===== config.mk =====
export PLATFORM = sky130hd
export DESIGN_NAME = cluster_peripherals
export DESIGN_NICKNAME = d
export VERILOG_FILES = /design/src/rtl/cluster_periph_pkg.sv /design/src/rtl/periph_axil_slave.sv /design/src/rtl/cluster_control_unit.sv /design/src/rtl/cluster_timer.sv /design/src/rtl/event_unit.sv /design/src/rtl/cluster_peripherals.sv
export VERILOG_INCLUDE_DIRS = /design/src /design/src/rtl
export SDC_FILE = /design/constraint.sdc
export NUM_CORES = 1
export LEC_CHECK = 0
export ABC_AREA = 1
export BUFFER_PORTS_ARGS = -buffer_cell sky130_fd_sc_hd__buf_2
export CELL_PAD_IN_SITES_DETAIL_PLACEMENT = 2
export CELL_PAD_IN_SITES_GLOBAL_PLACEMENT = 2
export CORE_MARGIN = 4
export CORE_UTILIZATION = 33
export CTS_BUF_LIST = sky130_fd_sc_hd__clkbuf_2
export DETAILED_ROUTE_END_ITERATION = 8
export PLACE_DENSITY_LB_ADDON = 0.25
export SYNTH_ARGS = -nofsm -noshare
export SYNTH_HDL_FRONTEND = slang
export SYNTH_SLANG_ARGS = --single-unit

===== constraint.sdc =====
create_clock -name clk_i -period 3 [get_ports clk_i]
set_clock_uncertainty 0.1 [all_clocks]
set_input_delay 0.3 -clock clk_i [delete_from_list [all_inputs] [get_ports clk_i]]
set_output_delay 0.3 -clock clk_i [all_outputs]
set_load 0.1 [all_outputs]

===== src/rtl/cluster_periph_defines.svh =====
/*
 * Core count, bus widths, unit select codes, register offsets
 * and reset values of the cluster peripheral block
 */
`ifndef CLUSTER_PERIPH_DEFINES_SVH
`define CLUSTER_PERIPH_DEFINES_SVH

`define NB_CORES        4
`define ADDR_W          12
`define DATA_W          32
`define NB_EVT          4
`define EVT_ID_W        2
`define UNIT_SEL_LSB    10

// Event vector bit positions
// Bit 3 is reserved and stays zero
`define EVT_TIMER       0
`define EVT_MAILBOX     1
`define EVT_SW          2

// Unit select codes on address bits 11:10
// Code 3 is unmapped
`define UNIT_CTRL       2'd0
`define UNIT_TIMER      2'd1
`define UNIT_EVENT      2'd2

`define CTRL_EOC        10'h000
`define CTRL_FETCH_EN   10'h008
`define CTRL_BOOT_BASE  10'h040

`define TIMER_CFG       10'h000
`define TIMER_COUNT     10'h004
`define TIMER_CMP       10'h008

`define EU_CORE_STRIDE  10'h010
`define EU_MASK         10'h000
`define EU_BUFFER       10'h004
`define EU_CLEAR        10'h008
`define EU_SW_EVT       10'h100

`define BOOT_ADDR_RST   32'h1C00_0000
`define RESP_OKAY       2'd0
`define RESP_SLVERR     2'd2

`endif


===== src/rtl/cluster_periph_pkg.sv =====
/*
 * AXI4-Lite request and response structs, the internal register
 * bus struct and the unit select type
 */
`include "cluster_periph_defines.svh"

package cluster_periph_pkg;

  // Driven by the AXI4-Lite master
  typedef struct packed {
    logic [`ADDR_W-1:0] aw_addr;
    logic               aw_valid;
    logic [`DATA_W-1:0] w_data;
    logic               w_valid;
    logic               b_ready;
    logic [`ADDR_W-1:0] ar_addr;
    logic               ar_valid;
    logic               r_ready;
  } axil_req_t;

  // Driven by the slave
  typedef struct packed {
    logic               aw_ready;
    logic               w_ready;
    logic               ar_ready;
    logic               b_valid;
    logic [1:0]         b_resp;
    logic               r_valid;
    logic [`DATA_W-1:0] r_data;
    logic [1:0]         r_resp;
  } axil_rsp_t;

  // Byte offset inside one unit
  typedef logic [`UNIT_SEL_LSB-1:0] reg_off_t;

  // Broadcast to every unit, qualified by a per-unit valid
  typedef struct packed {
    logic               we;
    reg_off_t           off;
    logic [`DATA_W-1:0] wdata;
  } reg_req_t;

  typedef enum logic [1:0] {
    SEL_CTRL     = `UNIT_CTRL,
    SEL_TIMER    = `UNIT_TIMER,
    SEL_EVENT    = `UNIT_EVENT,
    SEL_UNMAPPED = 2'd3
  } unit_sel_t;

endpackage


===== src/rtl/periph_axil_slave.sv =====
/*
 * AXI4-Lite slave with one transaction in flight, unit decode
 * and the held B and R channels
 */
`timescale 1ns/10ps
`include "cluster_periph_defines.svh"

module periph_axil_slave
  import cluster_periph_pkg::*;
(
  input  logic               clk_i,
  input  logic               rst_n_i,
  input  axil_req_t          axil_req_i,
  output axil_rsp_t          axil_rsp_o,
  output reg_req_t           reg_req_o,
  output logic               ctrl_valid_o,
  output logic               timer_valid_o,
  output logic               eu_valid_o,
  input  logic [`DATA_W-1:0] ctrl_rdata_i,
  input  logic [`DATA_W-1:0] timer_rdata_i,
  input  logic [`DATA_W-1:0] eu_rdata_i
);

  logic               busy;
  logic               rd_acc;
  logic               wr_acc;
  logic [`ADDR_W-1:0] addr;
  unit_sel_t          sel;
  logic [`DATA_W-1:0] sel_rdata;
  logic               sel_err;

  logic               b_valid_q;
  logic [1:0]         b_resp_q;
  logic               r_valid_q;
  logic [1:0]         r_resp_q;
  logic [`DATA_W-1:0] r_data_q;

  // A held response blocks every new acceptance
  assign busy   = b_valid_q | r_valid_q;
  // Read wins when both are offered
  assign rd_acc = axil_req_i.ar_valid & ~busy;
  assign wr_acc = axil_req_i.aw_valid & axil_req_i.w_valid & ~busy & ~axil_req_i.ar_valid;

  assign addr = axil_req_i.ar_valid ? axil_req_i.ar_addr : axil_req_i.aw_addr;
  assign sel  = unit_sel_t'(addr[`ADDR_W-1:`UNIT_SEL_LSB]);

  assign reg_req_o.we    = wr_acc;
  assign reg_req_o.off   = addr[`UNIT_SEL_LSB-1:0];
  assign reg_req_o.wdata = axil_req_i.w_data;

  // ********************************************************************
  // Unit decode and read data select
  // ********************************************************************
  always_comb begin
    ctrl_valid_o  = 1'b0;
    timer_valid_o = 1'b0;
    eu_valid_o    = 1'b0;
    sel_rdata     = '0;
    sel_err       = 1'b0;
    case (sel)
      SEL_CTRL: begin
        ctrl_valid_o = rd_acc | wr_acc;
        sel_rdata    = ctrl_rdata_i;
      end
      SEL_TIMER: begin
        timer_valid_o = rd_acc | wr_acc;
        sel_rdata     = timer_rdata_i;
      end
      SEL_EVENT: begin
        eu_valid_o = rd_acc | wr_acc;
        sel_rdata  = eu_rdata_i;
      end
      default: sel_err = 1'b1;
    endcase
  end

  // ********************************************************************
  // Response channels
  // ********************************************************************
  always_ff @(posedge clk_i or negedge rst_n_i) begin
    if (!rst_n_i) begin
      b_valid_q <= 1'b0;
      r_valid_q <= 1'b0;
    end else begin
      if (wr_acc) begin
        b_valid_q <= 1'b1;
      end else if (axil_req_i.b_ready) begin
        b_valid_q <= 1'b0;
      end
      if (rd_acc) begin
        r_valid_q <= 1'b1;
      end else if (axil_req_i.r_ready) begin
        r_valid_q <= 1'b0;
      end
    end
  end

  // Payload captured at acceptance
  always_ff @(posedge clk_i) begin
    if (wr_acc) begin
      b_resp_q <= sel_err ? `RESP_SLVERR : `RESP_OKAY;
    end
    if (rd_acc) begin
      r_data_q <= sel_rdata;
      r_resp_q <= sel_err ? `RESP_SLVERR : `RESP_OKAY;
    end
  end

  assign axil_rsp_o.aw_ready = wr_acc;
  assign axil_rsp_o.w_ready  = wr_acc;
  assign axil_rsp_o.ar_ready = rd_acc;
  assign axil_rsp_o.b_valid  = b_valid_q;
  assign axil_rsp_o.b_resp   = b_resp_q;
  assign axil_rsp_o.r_valid  = r_valid_q;
  assign axil_rsp_o.r_data   = r_data_q;
  assign axil_rsp_o.r_resp   = r_resp_q;

endmodule


===== src/rtl/cluster_control_unit.sv =====
/*
 * End-of-computation, fetch-enable and boot-address registers
 */
`timescale 1ns/10ps
`include "cluster_periph_defines.svh"

module cluster_control_unit
  import cluster_periph_pkg::*;
(
  input  logic                              clk_i,
  input  logic                              rst_n_i,
  input  logic                              valid_i,
  input  reg_req_t                          reg_req_i,
  output logic [`DATA_W-1:0]                rdata_o,
  output logic                              eoc_o,
  output logic [`NB_CORES-1:0]              fetch_enable_o,
  output logic [`NB_CORES-1:0][`DATA_W-1:0] boot_addr_o
);

  logic                              wr;
  logic                              eoc_q;
  logic [`NB_CORES-1:0]              fetch_en_q;
  logic [`NB_CORES-1:0][`DATA_W-1:0] boot_addr_q;
  logic [`NB_CORES-1:0]              boot_hit;

  assign wr = valid_i & reg_req_i.we;

  // One boot address word per core, packed from the base
  always_comb begin
    for (int i = 0; i < `NB_CORES; i++) begin
      boot_hit[i] = (reg_req_i.off == reg_off_t'(`CTRL_BOOT_BASE + 4 * i));
    end
  end

  always_ff @(posedge clk_i or negedge rst_n_i) begin
    if (!rst_n_i) begin
      eoc_q       <= 1'b0;
      fetch_en_q  <= '0;
      boot_addr_q <= {`NB_CORES{`BOOT_ADDR_RST}};
    end else if (wr) begin
      if (reg_req_i.off == `CTRL_EOC) begin
        eoc_q <= reg_req_i.wdata[0];
      end
      if (reg_req_i.off == `CTRL_FETCH_EN) begin
        fetch_en_q <= reg_req_i.wdata[`NB_CORES-1:0];
      end
      for (int i = 0; i < `NB_CORES; i++) begin
        if (boot_hit[i]) begin
          boot_addr_q[i] <= reg_req_i.wdata;
        end
      end
    end
  end

  // Read back with zero for unknown offsets
  always_comb begin
    rdata_o = '0;
    if (reg_req_i.off == `CTRL_EOC) begin
      rdata_o = {{(`DATA_W-1){1'b0}}, eoc_q};
    end
    if (reg_req_i.off == `CTRL_FETCH_EN) begin
      rdata_o = {{(`DATA_W-`NB_CORES){1'b0}}, fetch_en_q};
    end
    for (int i = 0; i < `NB_CORES; i++) begin
      if (boot_hit[i]) begin
        rdata_o = boot_addr_q[i];
      end
    end
  end

  assign eoc_o          = eoc_q;
  assign fetch_enable_o = fetch_en_q;
  assign boot_addr_o    = boot_addr_q;

endmodule


===== src/rtl/cluster_timer.sv =====
/*
 * 32-bit timer with compare match and one-cycle event output
 */
`timescale 1ns/10ps
`include "cluster_periph_defines.svh"

module cluster_timer
  import cluster_periph_pkg::*;
(
  input  logic               clk_i,
  input  logic               rst_n_i,
  input  logic               valid_i,
  input  reg_req_t           reg_req_i,
  output logic [`DATA_W-1:0] rdata_o,
  output logic               timer_evt_o
);

  logic               wr;
  logic               match;
  logic [1:0]         cfg_q;
  logic [`DATA_W-1:0] count_q;
  logic [`DATA_W-1:0] cmp_q;
  logic               evt_q;

  assign wr = valid_i & reg_req_i.we;

  // cfg_q[0] enables counting, cfg_q[1] clears the counter on a match
  assign match = cfg_q[0] & (count_q == cmp_q);

  always_ff @(posedge clk_i or negedge rst_n_i) begin
    if (!rst_n_i) begin
      cfg_q   <= '0;
      count_q <= '0;
      cmp_q   <= '0;
      evt_q   <= 1'b0;
    end else begin
      evt_q <= match;
      if (wr && reg_req_i.off == `TIMER_CFG) begin
        cfg_q <= reg_req_i.wdata[1:0];
      end
      if (wr && reg_req_i.off == `TIMER_CMP) begin
        cmp_q <= reg_req_i.wdata;
      end
      // Software load beats the increment
      if (wr && reg_req_i.off == `TIMER_COUNT) begin
        count_q <= reg_req_i.wdata;
      end else if (cfg_q[0]) begin
        if (match && cfg_q[1]) begin
          count_q <= '0;
        end else begin
          count_q <= count_q + 1'b1;
        end
      end
    end
  end

  always_comb begin
    case (reg_req_i.off)
      `TIMER_CFG:   rdata_o = {{(`DATA_W-2){1'b0}}, cfg_q};
      `TIMER_COUNT: rdata_o = count_q;
      `TIMER_CMP:   rdata_o = cmp_q;
      default:      rdata_o = '0;
    endcase
  end

  assign timer_evt_o = evt_q;

endmodule


===== src/rtl/event_unit.sv =====
/*
 * Per-core event buffers and masks, software events and the
 * interrupt request, identifier and acknowledge logic
 */
`timescale 1ns/10ps
`include "cluster_periph_defines.svh"

module event_unit
  import cluster_periph_pkg::*;
(
  input  logic                               clk_i,
  input  logic                               rst_n_i,
  input  logic                               valid_i,
  input  reg_req_t                           reg_req_i,
  output logic [`DATA_W-1:0]                 rdata_o,
  input  logic                               timer_evt_i,
  input  logic                               host_mailbox_irq_i,
  input  logic [`NB_CORES-1:0]               irq_ack_i,
  input  logic [`NB_CORES-1:0][`EVT_ID_W-1:0] irq_ack_id_i,
  output logic [`NB_CORES-1:0]               irq_req_o,
  output logic [`NB_CORES-1:0][`EVT_ID_W-1:0] irq_id_o
);

  logic                              wr;
  logic                              sw_wr;
  logic [`NB_CORES-1:0]              mask_hit;
  logic [`NB_CORES-1:0]              buf_hit;
  logic [`NB_CORES-1:0]              clr_hit;
  logic [`NB_CORES-1:0][`NB_EVT-1:0] evt_set;
  logic [`NB_CORES-1:0][`NB_EVT-1:0] evt_clr;
  logic [`NB_CORES-1:0][`NB_EVT-1:0] pending;
  logic [`NB_CORES-1:0][`NB_EVT-1:0] buffer_q;
  logic [`NB_CORES-1:0][`NB_EVT-1:0] mask_q;

  assign wr    = valid_i & reg_req_i.we;
  assign sw_wr = wr & (reg_req_i.off == `EU_SW_EVT);

  always_comb begin
    for (int i = 0; i < `NB_CORES; i++) begin
      mask_hit[i] = (reg_req_i.off == reg_off_t'(`EU_CORE_STRIDE * i + `EU_MASK));
      buf_hit[i]  = (reg_req_i.off == reg_off_t'(`EU_CORE_STRIDE * i + `EU_BUFFER));
      clr_hit[i]  = (reg_req_i.off == reg_off_t'(`EU_CORE_STRIDE * i + `EU_CLEAR));
      // Timer and mailbox go to every core, software events per core
      evt_set[i]               = '0;
      evt_set[i][`EVT_TIMER]   = timer_evt_i;
      evt_set[i][`EVT_MAILBOX] = host_mailbox_irq_i;
      evt_set[i][`EVT_SW]      = sw_wr & reg_req_i.wdata[i];
      evt_clr[i] = (wr && clr_hit[i]) ? reg_req_i.wdata[`NB_EVT-1:0] : '0;
      if (irq_ack_i[i]) begin
        evt_clr[i][irq_ack_id_i[i]] = 1'b1;
      end
      pending[i] = buffer_q[i] & mask_q[i];
    end
  end

  // A new event wins over a clear in the same cycle
  always_ff @(posedge clk_i or negedge rst_n_i) begin
    if (!rst_n_i) begin
      buffer_q <= '0;
      mask_q   <= '0;
    end else begin
      buffer_q <= (buffer_q & ~evt_clr) | evt_set;
      for (int i = 0; i < `NB_CORES; i++) begin
        if (wr && mask_hit[i]) begin
          mask_q[i] <= reg_req_i.wdata[`NB_EVT-1:0];
        end
      end
    end
  end

  // Lowest masked pending index names the interrupt
  always_comb begin
    for (int i = 0; i < `NB_CORES; i++) begin
      irq_req_o[i] = |pending[i];
      irq_id_o[i]  = '0;
      for (int j = `NB_EVT - 1; j >= 0; j--) begin
        if (pending[i][j]) begin
          irq_id_o[i] = `EVT_ID_W'(j);
        end
      end
    end
  end

  always_comb begin
    rdata_o = '0;
    for (int i = 0; i < `NB_CORES; i++) begin
      if (mask_hit[i]) begin
        rdata_o = {{(`DATA_W-`NB_EVT){1'b0}}, mask_q[i]};
      end
      if (buf_hit[i]) begin
        rdata_o = {{(`DATA_W-`NB_EVT){1'b0}}, buffer_q[i]};
      end
    end
  end

endmodule


===== src/rtl/cluster_peripherals.sv =====
/*
 * Cluster peripheral block, AXI4-Lite slave wired to the control
 * unit, the timer and the event unit
 */
`timescale 1ns/10ps
`include "cluster_periph_defines.svh"

module cluster_peripherals
  import cluster_periph_pkg::*;
(
  input  logic                               clk_i,
  input  logic                               rst_n_i,
  input  axil_req_t                          axil_req_i,
  output axil_rsp_t                          axil_rsp_o,
  input  logic                               host_mailbox_irq_i,
  input  logic [`NB_CORES-1:0]               irq_ack_i,
  input  logic [`NB_CORES-1:0][`EVT_ID_W-1:0] irq_ack_id_i,
  output logic                               eoc_o,
  output logic [`NB_CORES-1:0]               fetch_enable_o,
  output logic [`NB_CORES-1:0][`DATA_W-1:0]  boot_addr_o,
  output logic [`NB_CORES-1:0]               irq_req_o,
  output logic [`NB_CORES-1:0][`EVT_ID_W-1:0] irq_id_o
);

  reg_req_t           reg_req;
  logic               ctrl_valid;
  logic               timer_valid;
  logic               eu_valid;
  logic [`DATA_W-1:0] ctrl_rdata;
  logic [`DATA_W-1:0] timer_rdata;
  logic [`DATA_W-1:0] eu_rdata;
  logic               timer_evt;

  // ********************************************************************
  // Bus slave
  // ********************************************************************
  periph_axil_slave periph_axil_slave_i (
    .clk_i         ( clk_i       ),
    .rst_n_i       ( rst_n_i     ),
    .axil_req_i    ( axil_req_i  ),
    .axil_rsp_o    ( axil_rsp_o  ),
    .reg_req_o     ( reg_req     ),
    .ctrl_valid_o  ( ctrl_valid  ),
    .timer_valid_o ( timer_valid ),
    .eu_valid_o    ( eu_valid    ),
    .ctrl_rdata_i  ( ctrl_rdata  ),
    .timer_rdata_i ( timer_rdata ),
    .eu_rdata_i    ( eu_rdata    )
  );

  // ********************************************************************
  // Register units
  // ********************************************************************
  cluster_control_unit cluster_control_unit_i (
    .clk_i          ( clk_i          ),
    .rst_n_i        ( rst_n_i        ),
    .valid_i        ( ctrl_valid     ),
    .reg_req_i      ( reg_req        ),
    .rdata_o        ( ctrl_rdata     ),
    .eoc_o          ( eoc_o          ),
    .fetch_enable_o ( fetch_enable_o ),
    .boot_addr_o    ( boot_addr_o    )
  );

  cluster_timer cluster_timer_i (
    .clk_i       ( clk_i       ),
    .rst_n_i     ( rst_n_i     ),
    .valid_i     ( timer_valid ),
    .reg_req_i   ( reg_req     ),
    .rdata_o     ( timer_rdata ),
    .timer_evt_o ( timer_evt   )
  );

  event_unit event_unit_i (
    .clk_i              ( clk_i              ),
    .rst_n_i            ( rst_n_i            ),
    .valid_i            ( eu_valid           ),
    .reg_req_i          ( reg_req            ),
    .rdata_o            ( eu_rdata           ),
    .timer_evt_i        ( timer_evt          ),
    .host_mailbox_irq_i ( host_mailbox_irq_i ),
    .irq_ack_i          ( irq_ack_i          ),
    .irq_ack_id_i       ( irq_ack_id_i       ),
    .irq_req_o          ( irq_req_o          ),
    .irq_id_o           ( irq_id_o           )
  );

endmodule


==> summary.md <==
| Metric | Value |
|---|---|
| Crit. End Element | flip-flop |
| Fmax achieved | 0.351 GHz |
| Setup TNS | 0 ns |
| Vias in the first global route | 17000 |
| Crit path launch | periph_axil_slave_i.r_valid_q$_DFFE_PN0P_ |
| Worst-margin pin slew | 0.834 ns |
| Number of fill cells | 4886 |
| CTS sink cnt | 268 |
| Die height | 214 um |
| Most common cell after layout, fill and taps aside | nand2_1 |
| Max_cap viols | 0 |
| Worst path slowest cell | dlygate4sd3_1 |
| PnR worst setup slack | 0.149 ns |
| CTS root buf | clkbuf_2 |
| I/O Buffers | 259 |
| Worst-path cell chain | nor2_1, nand4_1, buf_4, nor2_4, nand4_1, o21ai_0, dlygate4sd3_1 |
| Initial Util | 33.4% |
| Most common cell on crit path | nand4_1 |
| Net total in the final layout | 2264 |
| WS Path Type | reg -> reg |
| Initial antenna violation count | 2 |
| DRT Wirelength | 68.4 mm |
| Mapped Avg Cell Area | 7.76 um2 |
| Synth warn | 0 |
| Grt total ovfl | 0 |
| Synth top area cells | dfrtp_1 (40%), nand2_1 (16%), edfxtp_1 (7.3%) |
| Final core utilization | 42.1% |
| P per Cell Area | 430 nW/um2 |
| VDD IR max | 0.273 mV |
| Total GRT Usage | 29.4% |
| Post-Syn Area | 14000 um2 |
| Wirelength per Cell | 24.5 um |
| Most frequent cells in the layout | nand2_1 (599), buf_2 (258), dfrtp_1 (222) |
| Critical Path RT | 3.75 ns |
| Leakage | 8.94 nW |
| Dpl ws | 0.186 ns |
| TritonCTS clock tree | yes |
| 1st-iter DRT viols | 990 |
| Min Clock Period, post-route | 2.85 ns |
| H-tree lvl count | 3 |
| CP Data Arrival Time | 3.60 ns |
| Reg2reg start | periph_axil_slave_i.r_valid_q$_DFFE_PN0P_ |
| Share of the synthesized area in the top cell type | 39.7% |
| Worst Reg-to-Reg Cells | 7 |
| Cell taking the most area after synthesis | dfrtp_1 |
| Pins Over Slew Limit | 0 |
| Post-route DRC | 0 |
| Slew HR | 44.4% |
| Area Overhead vs Synth | 26.1% |
| Clk buf depth | 3 |
| Die W | 214 um |
| #FFs+latches synth | 268 |
| Switching pwr | 2.59 mW |
| Clock Latency Late Sink | 1.03 ns |
| FF-to-FF setup slack | 0.15 ns |
| First-pass GRT wire length | 106 mm |
| Combinational share of power | 12.5% |
| Share of cells above drive strength 1 | 21.3% |
| Min-Delay Path Class | in -> reg |
| Reg2reg end | event_unit_i.buffer_q[6]$_DFF_PN0_ |
| Largest net degree at the start of global routing | 65 |
| Syn Inst Count | 1804 |
| Die area | 45800 um2 |
| Core Rows | 75 |
| Final hold vios | 0 |
| Tot Pwr | 7.60 mW |
| Int Pwr | 5.01 mW |
| Asr flop ratio synth | 87.3% |
| Pre-Repair DR Iteration Count | 5 |
| Clk pwr share | 37.9% |
| Worst-path clk slew | 0.11 ns |
| Fin crit share | 95.0% |
| Status | complete, no violations |
| Routed Antenna Nets | 0 |
| Final setup fails | 0 |
| Final hold slack | 0.0786 ns |
| Post-synth cell types | 41 |
| I/O Pins | 262 |
| Post-synth EDFFs | 34 |
| Flop pwr share | 49.6% |
| RePlAce Congestion | 0.921 |
| Post-CTS setup buffers | 0 |
| Critical path endpoint | event_unit_i.buffer_q[6]$_DFF_PN0_ |
| CTS buffer count | 79 |
| Worst-path fanout max | 9 |
| Largest stage delay on the critical path | 0.61 ns |
| Via/cell ratio | 5.43 |
| Detailed placer's ending HPWL | 48.2 mm |
| Seq/Total Area, Yosys | 49.2% |
| Critical path startpoint category | flip-flop |
| Sw Ratio | 34.0% |
| Top FF cell, synth | dfrtp_1 |
| Core box area | 41900 um2 |
| Via count | 15100 |
| RSZ-0062 raised after global routing | false |
-- stage by stage --
step / instances / area (um2)
detailed placement: 2559 / 16100
CTS: 2787 / 17700
finish: 2789 / 17700
floorplan: 1805 / 14000
global route: 2789 / 17700
global placement: 2559 / 16100
-- timing repair --
action,in CTS,in global routing
gates resized for setup,0,1
setup endpoints to repair,0,66
hold endpoints to repair,468,1
hold buffers,86,1
-- logic make-up after synthesis --
kind of cell             after synthesis  synth area share (%)
adder cells (fa/ha/maj)                1                0.0893
buffers and inverters                294                  8.42
AND/OR/NAND/NOR                      865                  26.3
other                                  1                0.0268
XOR/XNOR                              33                  2.06
AO/OA/AOI/OAI                        342                  13.9
flip-flops                           268                  49.2
-- power groups by stage --
stage / clock network [mW] / registers (mW) / logic, mW
finish: 2.88 / 3.77 / 0.951
global route: 3.17 / 3.77 / 1.00
CTS: 2.93 / 3.77 / 0.947
detailed placement: 0 / 3.84 / 0.854
global placement: 0 / 3.84 / 0.842
floorplan: 0 / 4.12 / 0.241
-- cell type report --
cell class	count	area (um2)	share of cell area, %
Sequential cell	268	6890	39.0
Multi-Input combinational cell	1243	5960	33.7
Timing Repair Buffer	387	2660	15.1
Inverter	208	781	4.42
Tap cell	539	674	3.82
Clock buffer	122	611	3.46
Clock inverter	20	87.6	0.496
Antenna cell	2	5.00	0.0283
-- worst min path at each step --
stage / cells past startpoint / end / slack [ns] / start
floorplan: 0 / cluster_control_unit_i.boot_addr_o[0]$_DFFE_PN0P_ / -0.1 / rst_n_i
CTS: 9 / periph_axil_slave_i.r_data_q[1]$_DFFE_PP_ / 0.002 / axil_req_i[57]
global route: 4 / cluster_control_unit_i.boot_addr_o[23]$_DFFE_PN0P_ / 0.09 / axil_req_i[39]
global placement: 1 / cluster_control_unit_i.boot_addr_o[56]$_DFFE_PN0P_ / 0.22 / rst_n_i
finish: 11 / periph_axil_slave_i.r_data_q[1]$_DFFE_PP_ / 0.08 / axil_req_i[9]
detailed placement: 1 / cluster_control_unit_i.boot_addr_o[57]$_DFFE_PN0P_ / 0.22 / rst_n_i
-- flip-flops by register name, indices dropped and copies added, names as in the netlist --
| signal | cells |
|---|---|
| cluster_control_unit_i.boot_addr_o | 128 |
| cluster_control_unit_i.eoc_o | 1 |
| cluster_control_unit_i.fetch_enable_o | 4 |
| cluster_timer_i.cfg_q | 2 |
| cluster_timer_i.cmp_q | 32 |
| cluster_timer_i.count_q | 32 |
| cluster_timer_i.timer_evt_o | 1 |
| event_unit_i.buffer_q | 16 |
| event_unit_i.mask_q | 16 |
| periph_axil_slave_i.b_resp_q | 1 |
| periph_axil_slave_i.b_valid_q | 1 |
| periph_axil_slave_i.r_data_q | 32 |
| periph_axil_slave_i.r_resp_q | 1 |
| periph_axil_slave_i.r_valid_q | 1 |
-- cells in the mapped netlist, types with 9 or more instances --
cell type / n
o21ai_0: 91
inv_1: 198
nand4_1: 81
dfstp_2: 12
edfxtp_1: 34
clkbuf_1: 47
inv_2: 10
o21bai_1: 13
nand3_1: 68
dfrtp_1: 222
xnor2_1: 16
xor2_1: 17
o211ai_1: 34
buf_2: 22
nor3_1: 18
nand2_1: 600
nand2_2: 10
o221ai_1: 10
o22ai_1: 45
o21ai_1: 135
buf_4: 9
nor4_1: 10
nor2_1: 61
-- metal layers --
metal	vias up	part of all wire (%)	GRT usage (%)
met5	-	0	0
li1	6777	-	-
met1	7743	42	36.8
met4	0	3.7	11.2
met2	489	49	50.4
met3	139	5.6	5.77
-- worst max-delay path: cells and delay by family, from the launching register on --
kind	cells	cell delay, ns
simple gates	4	1.06
buf+inv	2	0.87
flops	1	0.42
compound gates	1	0.29
(Power assumes the default switching activity.)
